==> config.mk <==
export PLATFORM = sky130hd
export DESIGN_NAME = regfile_flat
export DESIGN_NICKNAME = d
export VERILOG_FILES = /design/src/hdl/regfile_if.sv /design/src/hdl/regfile.sv /design/src/flat_wrapper.sv
export VERILOG_INCLUDE_DIRS = /design/src /design/src/hdl
export SDC_FILE = /design/constraint.sdc
export NUM_CORES = 2
export LEC_CHECK = 0
export CORE_MARGIN = 3
export CORE_UTILIZATION = 35
export DETAILED_ROUTE_END_ITERATION = 10
export DONT_BUFFER_PORTS = 1
export PLACE_DENSITY_LB_ADDON = 0.3
export SYNTH_ARGS = -nofsm -noshare
export SYNTH_HDL_FRONTEND = slang
export SYNTH_SLANG_ARGS = --single-unit
export TNS_END_PERCENT = 100
==> constraint.sdc <==
create_clock -name clock -period 71.4 [get_ports clock]
set_clock_uncertainty 0.05 [all_clocks]
set_input_delay 14.28 -clock clock [delete_from_list [all_inputs] [get_ports clock]]
set_output_delay 14.28 -clock clock [all_outputs]
set_load 0.02 [all_outputs]
==> src/hdl/core_config.svh <==
`ifndef CORE_CONFIG_SVH
`define CORE_CONFIG_SVH

// datapath width of the core
`define CORE_XLEN 64

// architectural register file size
`define CORE_NREGS 32

// bits needed to name one register
`define CORE_REGW 5

`endif

==> src/hdl/regfile_if.sv <==
`timescale 1ns/1ps
`include "core_config.svh"

interface regfile_if;
    // read side
    logic [`CORE_REGW-1:0] rs;
    logic [`CORE_REGW-1:0] rt;
    logic [`CORE_XLEN-1:0] a_data;
    logic [`CORE_XLEN-1:0] b_data;

    // write side, from writeback
    logic                  wb_enable;
    logic [`CORE_REGW-1:0] wb_regnum;
    logic [`CORE_XLEN-1:0] wb_data;

    // decode stage also taps wb_data for the FROM_MEM forward
    modport stage (
        output rs,
        output rt,
        input  a_data,
        input  b_data,
        input  wb_data
    );

    modport file (
        input  rs,
        input  rt,
        output a_data,
        output b_data,
        input  wb_enable,
        input  wb_regnum,
        input  wb_data
    );

    modport writer (
        output wb_enable,
        output wb_regnum,
        output wb_data
    );
endinterface

==> src/hdl/regfile.sv <==
`timescale 1ns/1ps
`include "core_config.svh"

module regfile (
    input logic clock,
    input logic reset,
    regfile_if.file rf
);
    logic [`CORE_XLEN-1:0] regs [`CORE_NREGS];

    always_ff @(posedge clock or posedge reset) begin
        if (reset) begin
            regs <= '{default: '0};
        end else if (rf.wb_enable && (rf.wb_regnum != '0)) begin
            // register 0 is never written, so it reads as zero
            regs[rf.wb_regnum] <= rf.wb_data;
        end
    end

    // no write-through, same-cycle writes come in through the forward path
    assign rf.a_data = regs[rf.rs];
    assign rf.b_data = regs[rf.rt];
endmodule

==> src/flat_wrapper.sv <==
// flat-port wrapper written by rule: the top's interface ports become plain ports
module regfile_flat 
  (clock, reset, rf_rs, rf_rt, rf_a_data, rf_b_data, rf_wb_enable, rf_wb_regnum, rf_wb_data);
  regfile_if rf_i ();
  input logic clock;
  input logic reset;
  input wire logic [$bits(rf_i.rs)-1:0] rf_rs;
  input wire logic [$bits(rf_i.rt)-1:0] rf_rt;
  output wire logic [$bits(rf_i.a_data)-1:0] rf_a_data;
  output wire logic [$bits(rf_i.b_data)-1:0] rf_b_data;
  input wire logic [$bits(rf_i.wb_enable)-1:0] rf_wb_enable;
  input wire logic [$bits(rf_i.wb_regnum)-1:0] rf_wb_regnum;
  input wire logic [$bits(rf_i.wb_data)-1:0] rf_wb_data;
  assign rf_i.rs = rf_rs;
  assign rf_i.rt = rf_rt;
  assign rf_a_data = rf_i.a_data;
  assign rf_b_data = rf_i.b_data;
  assign rf_i.wb_enable = rf_wb_enable;
  assign rf_i.wb_regnum = rf_wb_regnum;
  assign rf_i.wb_data = rf_wb_data;
  regfile u_core (.clock(clock), .reset(reset), .rf(rf_i));
endmodule
==> flow_summary.yaml <==
routing:
  vias: 72507
  via_density_per_instance: 6.29
  drt_wirelength_um: 419000
  post-route-drc-count: 0
  avgRoutedWirePerCell_um: 36.3
  postRouteAntennaNets: 0
  drt_first_pass_iters: 5
  initialDrtViolationCount: 7965
critical_path:
  cp_data_arrival_time_ns: 18.65
  timing.critical_path.required_ns: 57.07
  worst_path_cell_with_the_longest_stage_delay: "nor2b_2"
  most_used_cell_along_the_critical_path: "buf_16"
  worstRegToRegCells: 1
  worstPathMaxFanout: 156
  worst_setup_path_end_kind: "output port"
  crit_type: "input pin to output port"
  timing.critical_path.from_type: "input pin"
  crit_chain: "buf_16 -> buf_16 -> buf_16 -> nor2b_2 -> a22oi_1 -> nand3_1 -> nand4_1"
  cp_slowest_stage_delay_ns: 1.12
logic_synthesis:
  portion_of_netlist_area_occupied_by_mux_cells: 0.409
  synth_most_common_cell: "dfrtp_1"
  synth_area_leaders: "dfrtp_1 (47%), mux2_2 (20%), mux4_2 (12%)"
  yosysUniqueCellTypes: 54
  main_combinational_cell_family_by_area_after_synthesis: "multiplexers"
  mean_area_per_synthesized_cell_um2: 14.1
  synth_nets: 7798
  post_synth_and_or_nand_nor_area_fraction: 0.0299
  post-synth-top-area-cell: "dfrtp_1"
  synth-adder-area-share: 0
  top_area_cell_type_share_of_the_netlist_area: 0.472
  synth_flop_cell: "dfrtp_1"
  post_synth_instance_area_um2: 108000
  synth_sequential_area_ratio: 0.472
  synth_cells: 7716
  postSynthRegisterBits: 2048
  synth_xor_area_frac: 0
  synth_async_sr_flop_share: 1.00
  post_synth_most_frequent_cells: "dfrtp_1 (2,048), mux2_2 (1,942), mux2i_1 (895)"
  synth_enable_flop_cells: 0
  synth_compound_gate_area_share: 0.0494
  synthesis.yosys.warnings: 0
global_routing:
  grt_pass1_vias: 73917
  grt_start_max_net_pins: 550
  gr-usage-all-layers: 0.259
  global_route_wire_length_before_repair_um: 588000
  overflow: 0
  grt_antenna_before_repair: 14
cts:
  clk_transition_reported_paths_ns: 0.06
  cts_buffers: 224
  cts.repair_timing.setup_buffer_count: 0
  hold_buffers_post_cts: 0
  clk-insertion-delay-late_ns: 0.89
  resized_after_cts: 0
  htree_num_levels: 4
  cts_tree: "done"
  cts.path.max_buffers: 3
  root_buf_cell: "clkbuf_16"
  clock_sink_count: 2048
die:
  die_height_um: 563
  design.die.area_um2: 317000
  rows: 203
  die_width_um: 563
  core_um2: 307000
  initial_utilization: 0.353
  io-pin-count: 210
power:
  switching_power_uw: 971
  internal-power_uw: 2440
  p_sw_frac: 0.284
  power_per_cell_area_nw_per_um2: 28.7
  power.share.combinational: 0.191
  seqPwrFrac: 0.454
  clock_power_share: 0.356
  power_leakage_uw: 0.0519
  power.ir.vdd_worst_uv: 30.3
timing:
  fin_hold_ws_ns: 0.346
  post-route-min-period_ns: 32.98
  rsz0062_at_grt: "no"
  worstMarginPinSlew_ns: 1.49
  setup_violations: 0
  max_clock_freq_ghz: 0.0303
  final_worst_path_cycle_share: 0.462
  fin_setup_tns_ns: 0
  hold_viol_final: 0
  timing.slew.headroom: 0.00620
  report.final.slew_viol_count: 0
layout:
  final_util: 0.387
  flip_flop_count_of_the_largest_register_all_copies_and_words_added: 2048
  registers.top_by_ff_count: "u_core.regs"
  ff_latch_area_um2: 51200
  flow.area_growth_from_synthesis_pct: 9.64
  postLayoutCellArea_um2: 119000
  area_occupied_by_multi_input_gates_um2: 53500
  final_net_count: 7313
  biggest_regs: "u_core.regs (2048)"
  num-fill-cells: 28515
  layout-drive-gt1-share: 0.422
flow_run:
  cap_violations: 0
min_path:
  worst_hold_path.num_cells: 0
  timing.hold.worst.class: "register to register"
placed_design:
  io_buffers: 0
  routability_congestion: 0.832
  detailedPlacementHpwl_um: 229000
  cell_area_after_placement_um2: 111000
status:
  run_status: "completed"
[metrics by stage]
step / instances / worst slack, ns / total power (µW)
finish: 11528 / 38.42 / 3420
global route: 11519 / 38.35 / 3550
CTS: 11508 / 39.94 / 3400
detailed placement: 11095 / 39.94 / 2190
global placement: 11095 / 39.87 / 2160
floorplan: 7716 / 28.63 / 2040
[cell type report]
class | instances | area share
antenna | 10 | 0.000210
sequential | 2048 | 0.431
multi-input combinational | 4804 | 0.450
inverter | 4 | 0.000158
timing repair buffer | 149 | 0.0116
tap | 4100 | 0.0431
clock inverter | 70 | 0.00816
clock buffer | 343 | 0.0562
[final timing paths]
kind	from	end	slack (ns)
max in group asynchronous	reset	u_core.regs[1254]	52.69
worst max-delay path	rf_rt[2]	rf_b_data[51]	38.42
min in group asynchronous	reset	u_core.regs[1729]	13.23
worst max register to register	u_core.regs[740]	u_core.regs[740]	70.52
worst min register to register	u_core.regs[2015]	u_core.regs[2015]	0.35
worst min-delay path	u_core.regs[2015]	u_core.regs[2015]	0.35
[worst max-delay path, delay by kind of cell]
family / cells / cell delay, ns
AO/OA/AOI/OAI: 1 / 0.23
buffers and inverters: 3 / 1.90
AND/OR/NAND/NOR: 3 / 1.95
[metal layers]
| metal | vias to the layer above | GRT usage | routed length [µm] | part of all wire |
|---|---|---|---|---|
| met1 | 39485 | 0.332 | 167000 | 0.40 |
| met5 | - | 0 | 8 | 0.000019 |
| li1 | 28523 | - | - | - |
| met4 | 2 | 0.136 | 25100 | 0.060 |
| met2 | 3516 | 0.398 | 189000 | 0.45 |
| met3 | 981 | 0.0725 | 38000 | 0.091 |
[cell families (layout without fill, tap and decap cells)]
family,Yosys count,after routing
AO/OA/AOI/OAI,745,745
buffers and inverters,864,566
flip-flops,2048,2048
multiplexers,3463,3463
other,0,10
AND/OR/NAND/NOR,596,596
[power groups by stage]
stage	logic [µW]	clock network [µW]	registers, µW
6_report	651	1210	1550
3_5_place_dp	628	0	1560
4_1_cts	630	1230	1540
2_1_floorplan	524	0	1520
5_1_grt	694	1280	1570
3_3_place_gp	617	0	1540
[cells in the final DEF (no fill, tap or decap), drive strengths merged, types with 10 or more instances in the layout]
master  Yosys  routed
and2       11      11
mux2     1987    1987
diode       0      10
nand2b     11      11
a21oi     105     105
clkbuf    373     343
nor2b      24      24
nor3       10      10
mux4      581     581
o32ai      16      16
o22ai      22      22
clkinv      0      45
mux2i     895     895
dfrtp    2048    2048
buf       487     149
nand2     119     119
nand3     222     222
bufinv      0      17
a221o      10      10
nor2       46      46
nand4     117     117
a22oi     568     568
Power figures use the tool's default switching activity.
