==> config.mk <==
export PLATFORM = sky130hd
export DESIGN_NAME = core_id_flat
export DESIGN_NICKNAME = d
export VERILOG_FILES = /design/src/hdl/core_pkg.sv /design/src/hdl/regfile_if.sv /design/src/hdl/au.sv /design/src/hdl/core_id.sv /design/src/hdl/mips_decoder.sv /design/src/flat_wrapper.sv
export VERILOG_INCLUDE_DIRS = /design/src /design/src/hdl
export SDC_FILE = /design/constraint.sdc
export NUM_CORES = 1
export LEC_CHECK = 0
export BUFFER_PORTS_ARGS = -buffer_cell sky130_fd_sc_hd__buf_4
export CAP_MARGIN = 25
export CORE_AREA = 4 4 341 343
export DETAILED_ROUTE_END_ITERATION = 10
export DIE_AREA = 0 0 345 347
export PLACE_DENSITY_LB_ADDON = 0.15
export RECOVER_POWER = 25
export SLEW_MARGIN = 20
export SYNTH_ARGS = -nofsm -noshare
export SYNTH_HDL_FRONTEND = slang
export SYNTH_HIERARCHICAL = 1
export SYNTH_SLANG_ARGS = --single-unit
export TNS_END_PERCENT = 20
==> constraint.sdc <==
create_clock -name clock -period 27.2 [get_ports clock]
set_clock_uncertainty 0.15 [all_clocks]
set_input_delay 4.08 -clock clock [delete_from_list [all_inputs] [get_ports clock]]
set_output_delay 4.08 -clock clock [all_outputs]
set_load 0.01 [all_outputs]
==> src/hdl/core_config.svh <==
`ifndef CORE_CONFIG_SVH
`define CORE_CONFIG_SVH

// datapath width of the core
`define CORE_XLEN 64

// architectural register file size
`define CORE_NREGS 32

// bits needed to name one register
`define CORE_REGW 5

`endif

==> src/hdl/core_pkg.sv <==
`include "core_config.svh"

package core_pkg;

    // primary opcodes, bits 31:26
    typedef enum logic [5:0] {
        OP_SPECIAL = 6'h00,
        OP_JAL     = 6'h03,
        OP_BEQ     = 6'h04,
        OP_BNE     = 6'h05,
        OP_ORI     = 6'h0d,
        OP_LUI     = 6'h0f,
        OP_DADDI   = 6'h18,
        OP_DADDIU  = 6'h19,
        OP_BC      = 6'h32,
        OP_LD      = 6'h37,
        OP_SD      = 6'h3f
    } opcode_t;

    // function field under SPECIAL, bits 5:0
    typedef enum logic [5:0] {
        FN_DADD  = 6'h2c,
        FN_DADDU = 6'h2d,
        FN_DSUB  = 6'h2e,
        FN_DSUBU = 6'h2f
    } funct_t;

    typedef enum logic [1:0] {
        FWD_NONE = 2'd0,
        FWD_EX   = 2'd1,
        FWD_MEM  = 2'd2
    } forward_t;

    typedef enum logic [1:0] {
        SRC2_REG      = 2'd0,
        SRC2_SIGN_IMM = 2'd1,
        SRC2_ZERO_IMM = 2'd2
    } alu_src2_t;

    typedef enum logic [1:0] {
        RDSRC_RD   = 2'd0,
        RDSRC_RT   = 2'd1,
        RDSRC_LINK = 2'd2
    } rd_src_t;

    typedef enum logic [1:0] {
        CT_SEQ    = 2'd0,
        CT_BRANCH = 2'd1,
        CT_JUMP   = 2'd2
    } control_type_t;

    typedef enum logic {
        LOAD_NONE   = 1'b0,
        LOAD_DOUBLE = 1'b1
    } mem_load_t;

    typedef enum logic {
        STORE_NONE   = 1'b0,
        STORE_DOUBLE = 1'b1
    } mem_store_t;

    // ID/EX pipeline record
    typedef struct packed {
        logic [`CORE_REGW-1:0] w_regnum;
        logic                  write_enable;
        logic [2:0]            alu_op;
        alu_src2_t             alu_src2;
        control_type_t         control_type;
        mem_load_t             mem_load;
        mem_store_t            mem_store;
        logic                  lui;
        logic                  linkpc;
        logic                  beq;
        logic                  bne;
        logic                  bc;
        logic                  bal;
        logic                  reserved_inst;
        logic [`CORE_XLEN-1:0] a_data;
        logic [`CORE_XLEN-1:0] b_data;
        logic [`CORE_XLEN-1:0] au_out;
        logic                  zero;
        logic                  negative;
        logic                  borrow_out;
        logic                  overflow;
        logic [15:0]           lui_imm;
        logic [4:0]            shamt;
        logic [`CORE_REGW-1:0] rs;
        logic [`CORE_REGW-1:0] rt;
        logic [`CORE_XLEN-1:0] pc4;
        logic [`CORE_XLEN-1:0] pc_branch;
        logic [`CORE_XLEN-1:0] jump_addr;
        logic                  b_is_reg;
    } id_regs_t;

endpackage

==> src/hdl/regfile_if.sv <==
`timescale 1ns/1ps
`include "core_config.svh"

interface regfile_if;
    // read side
    logic [`CORE_REGW-1:0] rs;
    logic [`CORE_REGW-1:0] rt;
    logic [`CORE_XLEN-1:0] a_data;
    logic [`CORE_XLEN-1:0] b_data;

    // write side, from writeback
    logic                  wb_enable;
    logic [`CORE_REGW-1:0] wb_regnum;
    logic [`CORE_XLEN-1:0] wb_data;

    // decode stage also taps wb_data for the FROM_MEM forward
    modport stage (
        output rs,
        output rt,
        input  a_data,
        input  b_data,
        input  wb_data
    );

    modport file (
        input  rs,
        input  rt,
        output a_data,
        output b_data,
        input  wb_enable,
        input  wb_regnum,
        input  wb_data
    );

    modport writer (
        output wb_enable,
        output wb_regnum,
        output wb_data
    );
endinterface

==> src/hdl/au.sv <==
`timescale 1ns/1ps
`include "core_config.svh"

module au (
    input  logic [`CORE_XLEN-1:0] a,
    input  logic [`CORE_XLEN-1:0] b,
    input  logic                  sub,
    output logic [`CORE_XLEN-1:0] out,
    output logic                  overflow,
    output logic                  zero,
    output logic                  negative,
    output logic                  borrow_out
);
    localparam int MSB = `CORE_XLEN - 1;

    logic [`CORE_XLEN-1:0] b_eff;
    logic [`CORE_XLEN:0]   sum;

    // subtract as a + ~b + 1
    assign b_eff = sub ? ~b : b;
    assign sum   = {1'b0, a} + {1'b0, b_eff} + {{`CORE_XLEN{1'b0}}, sub};
    assign out   = sum[MSB:0];

    // same operand signs but a different result sign
    assign overflow   = (a[MSB] == b_eff[MSB]) && (out[MSB] != a[MSB]);
    assign zero       = (out == '0);
    assign negative   = out[MSB];
    assign borrow_out = sub & ~sum[`CORE_XLEN];
endmodule

==> src/hdl/core_id.sv <==
`timescale 1ns/1ps
`include "core_config.svh"

module core_id (
    input  logic                  clock,
    input  logic                  reset,
    input  logic [31:0]           inst,
    input  logic [`CORE_XLEN-1:0] pc,
    input  logic [`CORE_XLEN-1:0] pc4,
    input  logic                  stall,
    input  logic                  flush,
    input  core_pkg::forward_t    forward_a,
    input  core_pkg::forward_t    forward_b,
    input  logic [`CORE_XLEN-1:0] ex_out,
    regfile_if.stage              rf,
    output core_pkg::id_regs_t    id_regs
);
    import core_pkg::*;

    logic [`CORE_REGW-1:0] rs, rt, rd, w_regnum;
    logic [2:0]            alu_op;
    alu_src2_t             alu_src2;
    rd_src_t               rd_src;
    control_type_t         control_type;
    mem_load_t             mem_load;
    mem_store_t            mem_store;
    logic write_enable, lui, linkpc, beq, bne, bc, bal, ignore_overflow, reserved_inst;
    logic b_is_reg, prev_au_write, bypass_a, bypass_b;
    logic [`CORE_XLEN-1:0] fwd_a, fwd_b, a_op, b_reg, b_in, au_out;
    logic [`CORE_XLEN-1:0] sign_imm, zero_imm, branch_off, bc_off, jump_addr;
    logic overflow, zero, negative, borrow_out;
    id_regs_t id_next;

    mips_decoder decoder_inst (
        .inst(inst), .rs(rs), .rt(rt), .rd(rd),
        .alu_op(alu_op), .alu_src2(alu_src2), .rd_src(rd_src),
        .control_type(control_type), .mem_load(mem_load), .mem_store(mem_store),
        .write_enable(write_enable), .lui(lui), .linkpc(linkpc),
        .beq(beq), .bne(bne), .bc(bc), .bal(bal),
        .ignore_overflow(ignore_overflow), .reserved_inst(reserved_inst)
    );

    assign rf.rs    = rs;
    assign rf.rt    = rt;
    assign b_is_reg = (rd_src == RDSRC_RD);

    always_comb begin
        case (rd_src)
            RDSRC_RT:   w_regnum = rt;
            RDSRC_LINK: w_regnum = `CORE_REGW'(31);
            default:    w_regnum = rd;
        endcase
    end

    // hazard unit forwarding
    always_comb begin
        case (forward_a)
            FWD_EX:  fwd_a = ex_out;
            FWD_MEM: fwd_a = rf.wb_data;
            default: fwd_a = rf.a_data;
        endcase
        case (b_is_reg ? forward_b : FWD_NONE)
            FWD_EX:  fwd_b = ex_out;
            FWD_MEM: fwd_b = rf.wb_data;
            default: fwd_b = rf.b_data;
        endcase
    end

    // previous record wrote an adder result that is already known here
    assign prev_au_write = id_regs.write_enable && !id_regs.alu_op[2] && !id_regs.lui &&
                           !id_regs.linkpc && (id_regs.mem_load == LOAD_NONE) &&
                           (id_regs.w_regnum != '0);
    assign bypass_a = prev_au_write && (id_regs.w_regnum == rs);
    assign bypass_b = prev_au_write && b_is_reg && (id_regs.w_regnum == rt);

    assign a_op  = bypass_a ? id_regs.au_out : fwd_a;
    assign b_reg = bypass_b ? id_regs.au_out : fwd_b;

    assign sign_imm = {{(`CORE_XLEN-16){inst[15]}}, inst[15:0]};
    assign zero_imm = {{(`CORE_XLEN-16){1'b0}}, inst[15:0]};

    always_comb begin
        case (alu_src2)
            SRC2_SIGN_IMM: b_in = sign_imm;
            SRC2_ZERO_IMM: b_in = zero_imm;
            default:       b_in = b_reg;
        endcase
    end

    au au_inst (
        .a(a_op), .b(b_in), .sub(alu_op[0]), .out(au_out),
        .overflow(overflow), .zero(zero), .negative(negative), .borrow_out(borrow_out)
    );

    assign branch_off = {{(`CORE_XLEN-18){inst[15]}}, inst[15:0], 2'b00};
    assign bc_off     = {{(`CORE_XLEN-28){inst[25]}}, inst[25:0], 2'b00};
    assign jump_addr  = {{(`CORE_XLEN-32){1'b0}}, pc4[`CORE_XLEN-1 -: 4], inst[25:0], 2'b00};

    always_comb begin
        id_next               = '0;
        id_next.w_regnum      = w_regnum;
        id_next.write_enable  = write_enable;
        id_next.alu_op        = alu_op;
        id_next.alu_src2      = alu_src2;
        id_next.control_type  = control_type;
        id_next.mem_load      = mem_load;
        id_next.mem_store     = mem_store;
        id_next.lui           = lui;
        id_next.linkpc        = linkpc;
        id_next.beq           = beq;
        id_next.bne           = bne;
        id_next.bc            = bc;
        id_next.bal           = bal;
        id_next.reserved_inst = reserved_inst;
        id_next.a_data        = a_op;
        // stores carry the raw rt value as write data
        id_next.b_data        = (mem_store == STORE_DOUBLE) ? b_reg : b_in;
        id_next.au_out        = au_out;
        id_next.zero          = zero;
        id_next.negative      = negative;
        id_next.borrow_out    = borrow_out;
        id_next.overflow      = overflow & ~ignore_overflow;
        id_next.lui_imm       = inst[15:0];
        id_next.shamt         = inst[10:6];
        id_next.rs            = rs;
        id_next.rt            = rt;
        id_next.pc4           = pc4;
        id_next.pc_branch     = pc + (bc ? bc_off : branch_off);
        id_next.jump_addr     = jump_addr;
        id_next.b_is_reg      = b_is_reg;
    end

    always_ff @(posedge clock or posedge reset) begin
        if (reset) begin
            id_regs <= '0;
        end else if (stall || flush) begin
            // bubble
            id_regs <= '0;
        end else begin
            id_regs <= id_next;
        end
    end
endmodule

==> src/hdl/mips_decoder.sv <==
`timescale 1ns/1ps
`include "core_config.svh"

module mips_decoder (
    input  logic [31:0]                inst,
    output logic [`CORE_REGW-1:0]      rs,
    output logic [`CORE_REGW-1:0]      rt,
    output logic [`CORE_REGW-1:0]      rd,
    output logic [2:0]                 alu_op,
    output core_pkg::alu_src2_t        alu_src2,
    output core_pkg::rd_src_t          rd_src,
    output core_pkg::control_type_t    control_type,
    output core_pkg::mem_load_t        mem_load,
    output core_pkg::mem_store_t       mem_store,
    output logic                       write_enable,
    output logic                       lui,
    output logic                       linkpc,
    output logic                       beq,
    output logic                       bne,
    output logic                       bc,
    output logic                       bal,
    output logic                       ignore_overflow,
    output logic                       reserved_inst
);
    import core_pkg::*;

    // alu_op encodings: bit 2 picks the logic unit, bit 0 means subtract
    localparam logic [2:0] ALU_ADD = 3'b000;
    localparam logic [2:0] ALU_SUB = 3'b001;
    localparam logic [2:0] ALU_OR  = 3'b100;

    opcode_t opcode;
    funct_t  funct;

    assign opcode = opcode_t'(inst[31:26]);
    assign funct  = funct_t'(inst[5:0]);

    assign rs = inst[25:21];
    assign rt = inst[20:16];
    assign rd = inst[15:11];

    always_comb begin
        alu_op          = ALU_ADD;
        alu_src2        = SRC2_REG;
        rd_src          = RDSRC_RD;
        control_type    = CT_SEQ;
        mem_load        = LOAD_NONE;
        mem_store       = STORE_NONE;
        write_enable    = 1'b0;
        lui             = 1'b0;
        linkpc          = 1'b0;
        beq             = 1'b0;
        bne             = 1'b0;
        bc              = 1'b0;
        bal             = 1'b0;
        ignore_overflow = 1'b0;
        reserved_inst   = 1'b0;

        case (opcode)
            OP_SPECIAL: begin
                case (funct)
                    FN_DADD: begin
                        write_enable = 1'b1;
                    end
                    FN_DADDU: begin
                        write_enable    = 1'b1;
                        ignore_overflow = 1'b1;
                    end
                    FN_DSUB: begin
                        write_enable = 1'b1;
                        alu_op       = ALU_SUB;
                    end
                    FN_DSUBU: begin
                        write_enable    = 1'b1;
                        alu_op          = ALU_SUB;
                        ignore_overflow = 1'b1;
                    end
                    default: reserved_inst = 1'b1;
                endcase
            end
            OP_DADDI, OP_DADDIU: begin
                write_enable    = 1'b1;
                alu_src2        = SRC2_SIGN_IMM;
                rd_src          = RDSRC_RT;
                ignore_overflow = (opcode == OP_DADDIU);
            end
            OP_ORI: begin
                write_enable = 1'b1;
                alu_op       = ALU_OR;
                alu_src2     = SRC2_ZERO_IMM;
                rd_src       = RDSRC_RT;
            end
            OP_LUI: begin
                write_enable = 1'b1;
                alu_src2     = SRC2_ZERO_IMM;
                rd_src       = RDSRC_RT;
                lui          = 1'b1;
            end
            OP_LD: begin
                write_enable = 1'b1;
                alu_src2     = SRC2_SIGN_IMM;
                rd_src       = RDSRC_RT;
                mem_load     = LOAD_DOUBLE;
            end
            OP_SD: begin
                // rd_src stays RD so rt is still read as store data
                alu_src2  = SRC2_SIGN_IMM;
                mem_store = STORE_DOUBLE;
            end
            OP_BEQ, OP_BNE: begin
                alu_op       = ALU_SUB;
                control_type = CT_BRANCH;
                beq          = (opcode == OP_BEQ);
                bne          = (opcode == OP_BNE);
            end
            OP_BC: begin
                control_type = CT_BRANCH;
                bc           = 1'b1;
            end
            OP_JAL: begin
                write_enable = 1'b1;
                rd_src       = RDSRC_LINK;
                control_type = CT_JUMP;
                linkpc       = 1'b1;
            end
            default: reserved_inst = 1'b1;
        endcase
    end
endmodule

==> src/flat_wrapper.sv <==
// flat-port wrapper written by rule: the top's interface ports become plain ports
module core_id_flat import core_pkg::*;
  (clock, reset, inst, pc, pc4, stall, flush, forward_a, forward_b, ex_out, id_regs, rf_rs, rf_rt, rf_a_data, rf_b_data, rf_wb_data);
  regfile_if rf_i ();
  input  logic clock;
  input  logic reset;
  input  logic [31:0] inst;
  input  logic [`CORE_XLEN-1:0] pc;
  input  logic [`CORE_XLEN-1:0] pc4;
  input  logic stall;
  input  logic flush;
  input  core_pkg::forward_t forward_a;
  input  core_pkg::forward_t forward_b;
  input  logic [`CORE_XLEN-1:0] ex_out;
  output core_pkg::id_regs_t id_regs;
  output wire logic [$bits(rf_i.rs)-1:0] rf_rs;
  output wire logic [$bits(rf_i.rt)-1:0] rf_rt;
  input wire logic [$bits(rf_i.a_data)-1:0] rf_a_data;
  input wire logic [$bits(rf_i.b_data)-1:0] rf_b_data;
  input wire logic [$bits(rf_i.wb_data)-1:0] rf_wb_data;
  assign rf_rs = rf_i.rs;
  assign rf_rt = rf_i.rt;
  assign rf_i.a_data = rf_a_data;
  assign rf_i.b_data = rf_b_data;
  assign rf_i.wb_data = rf_wb_data;
  core_id u_core (.clock(clock), .reset(reset), .inst(inst), .pc(pc), .pc4(pc4), .stall(stall), .flush(flush), .forward_a(forward_a), .forward_b(forward_b), .ex_out(ex_out), .rf(rf_i), .id_regs(id_regs));
endmodule
==> out/metrics.csv <==
metric,value,unit
total power draw,2.155,mW
vias per cell,4.858,
Setup TNS,0,ps
clock sinks,383,
PwrDens,59.92,nW/µm²
cell row count,124,
number of buffers created by CTS,51,
first-pass GRT wire length,203800,µm
failing checks,"capacitance limit, slew limit",
cells after synthesis,3289,
Rel. slew slack,-375.1,%
Static Leakage,16.98,nW
Final Hold Vio Count,0,
Syn Std Cell Area,27060,µm²
max FFs per register,383,
Die X,345,µm
number of top-level pins,876,
Yosys cell types,107,
sequential cell area fraction in the yosys report,35.42,%
Max-Cap Viols,7,
fraction of layout cells with a size suffix above 1,25.58,%
largest area contributor in the netlist,dfrtp_1,
H-tree Lvls,2,
Detailed Route WL,143900,µm
ys flop type,dfrtp_1,
CP arrival,12330,ps
DPL Wire Length,116000,µm
Reg with most FFs,u_core/id_regs,
buffer count from post-CTS setup fixing,0,
RePlAce Congestion,0.9116,
Mapped Avg Cell Area,8.227,µm²
WS Path Type,input pin to asynchronous set/reset pin,
Vias,26760,
Routed Antenna Nets,0,
Placeable Area,113600,µm²
critical path startpoint category,input pin,
count of input and output buffers,841,
Clock Latency Late Sink,650,ps
CTS tree,done,
Seq cells post-synth,383,
Die H,347,µm
gr usage total,22.98,%
Yosys top cell area share,35.42,%
RSZ-0062 raised after global routing,false,
nets,4505,
min cycle time layout,13490,ps
number of global-route vias before repair,27400,
Slew Limit Fails,498,
Initial DRC Count,1750,
top post-synthesis cells by count,"446 x a21oi_1, 383 x dfrtp_1, 380 x nor2_1",
Worst setup EP type,asynchronous set/reset pin,
DR pass1 iterations,7,
synthesis-to-finish area growth,32.90,%
maximum root-to-sink buffer count,3,
synth warn,6,
CTS Hold Bufs,0,
Synth area leaders,"dfrtp_1 35%, a21oi_1 8.2%, ha_1 6.4%",
worst min path class,register to register,
Post-route DRC,0,
Routed WL per cell,26.12,µm
Largest regs,u_core/id_regs x383,
final period utilization,49.60,%
VDD IR-drop max,0.00004620,V
Post-CTS Resized,0,
Final Setup Violations,0,
status,"finished, violations left",
clock root buffer,clkbuf_16,
ys async rst share,100.0,%
Worst EP required,26040,ps
Initial Util,23.83,%
CP Max Fanout,132,
initial antenna violation count,29,
global route total overflow,0,
top-count cell post-synth,a21oi_1,
largest net degree at the start of global routing,133,
Worst-path clk slew,60,ps
Peak Freq,0.07413,GHz
worst slew pin tran,7127,ps
die area,119700,µm²
number of synthesized flops with an enable pin,0,
## cells by family after synthesis
group	Yosys count	synth area share [%]
AO/OA/AOI/OAI	1014	23.03
XOR/XNOR	182	5.891
adder cells (fa/ha/maj)	141	6.575
buffers and inverters	351	6.501
flip-flops	383	35.42
multiplexers	6	0.2358
other	2	0.02775
AND/OR/NAND/NOR	1210	22.32
## critical path, stage by stage
cell and delay [ps]:
clkbuf_4 110, clkinvlp_2 2750, clkbuf_1 5140
## layout make-up
cell class                 count  area [µm²]
sequential                   383        9584
multi-input combinational   2589       15940
fill                       12280       77610
tap                         1512        1892
clock inverter                21       327.8
clock buffer                  75        1476
antenna                       13       32.53
inverter                      37       140.1
timing repair buffer         878        6573
## through the flow
stage | instance area [µm²] | hold WS [ps] | instances | worst slack, ps | utilization (%)
after global routing | 35950 | 594.6 | 5502 | 11490 | 31.65
after CTS | 35980 | 562.2 | 5495 | 15370 | 31.68
final | 35960 | 540.4 | 5508 | 13710 | 31.67
after global placement | 34170 | 551.1 | 5399 | 14650 | 30.09
after detailed placement | 34170 | 565.8 | 5399 | 14660 | 30.09
after floorplan | 27190 | 530.7 | 3323 | 12330 | -
## per-layer routing
metal  up-vias  track usage, %  part of all wire (%)
li1      12730               -                     -
met5         -               0                 0.073
met1     12940           27.71                    41
met4        16           5.582                   2.5
met3       168           6.489                   7.0
met2       902           40.41                    49
## report_power, final
group | total, mW | internal, mW | switching, mW
registers | 0.639 | 0.609 | 0.0304
logic | 0.776 | 0.291 | 0.485
clock network | 0.739 | 0.444 | 0.295
total | 2.15 | 1.34 | 0.811
## worst paths after layout
| path | startpoint | endpoint | slack, ps | cells after the start |
|---|---|---|---|---|
| max in group clock | inst[30] | u_core/id_regs[227] | 15480 | 28 |
| worst min-delay path | u_core/id_regs[228] | u_core/id_regs[292] | 540 | 2 |
| worst min register to register | u_core/id_regs[228] | u_core/id_regs[292] | 540 | 2 |
| worst max-delay path | reset | u_core/id_regs[80] | 13710 | 3 |
| worst max register to register | u_core/id_regs[438] | u_core/id_regs[227] | 19100 | 23 |
| min in group asynchronous | reset | u_core/id_regs[191] | 4810 | 2 |
## cells in the final DEF, fill, tap and decap left out, types with 107 or more instances in the layout
| cell type | instances |
|---|---|
| and2_1 | 244 |
| buf_4 | 872 |
| nor2_1 | 379 |
| a21oi_1 | 444 |
| ha_1 | 134 |
| dfrtp_1 | 383 |
| o21ai_0 | 170 |
| nand2_1 | 247 |
| nand2b_1 | 107 |
| xor2_1 | 113 |
| a22oi_1 | 129 |
(Power assumes the default switching activity.)
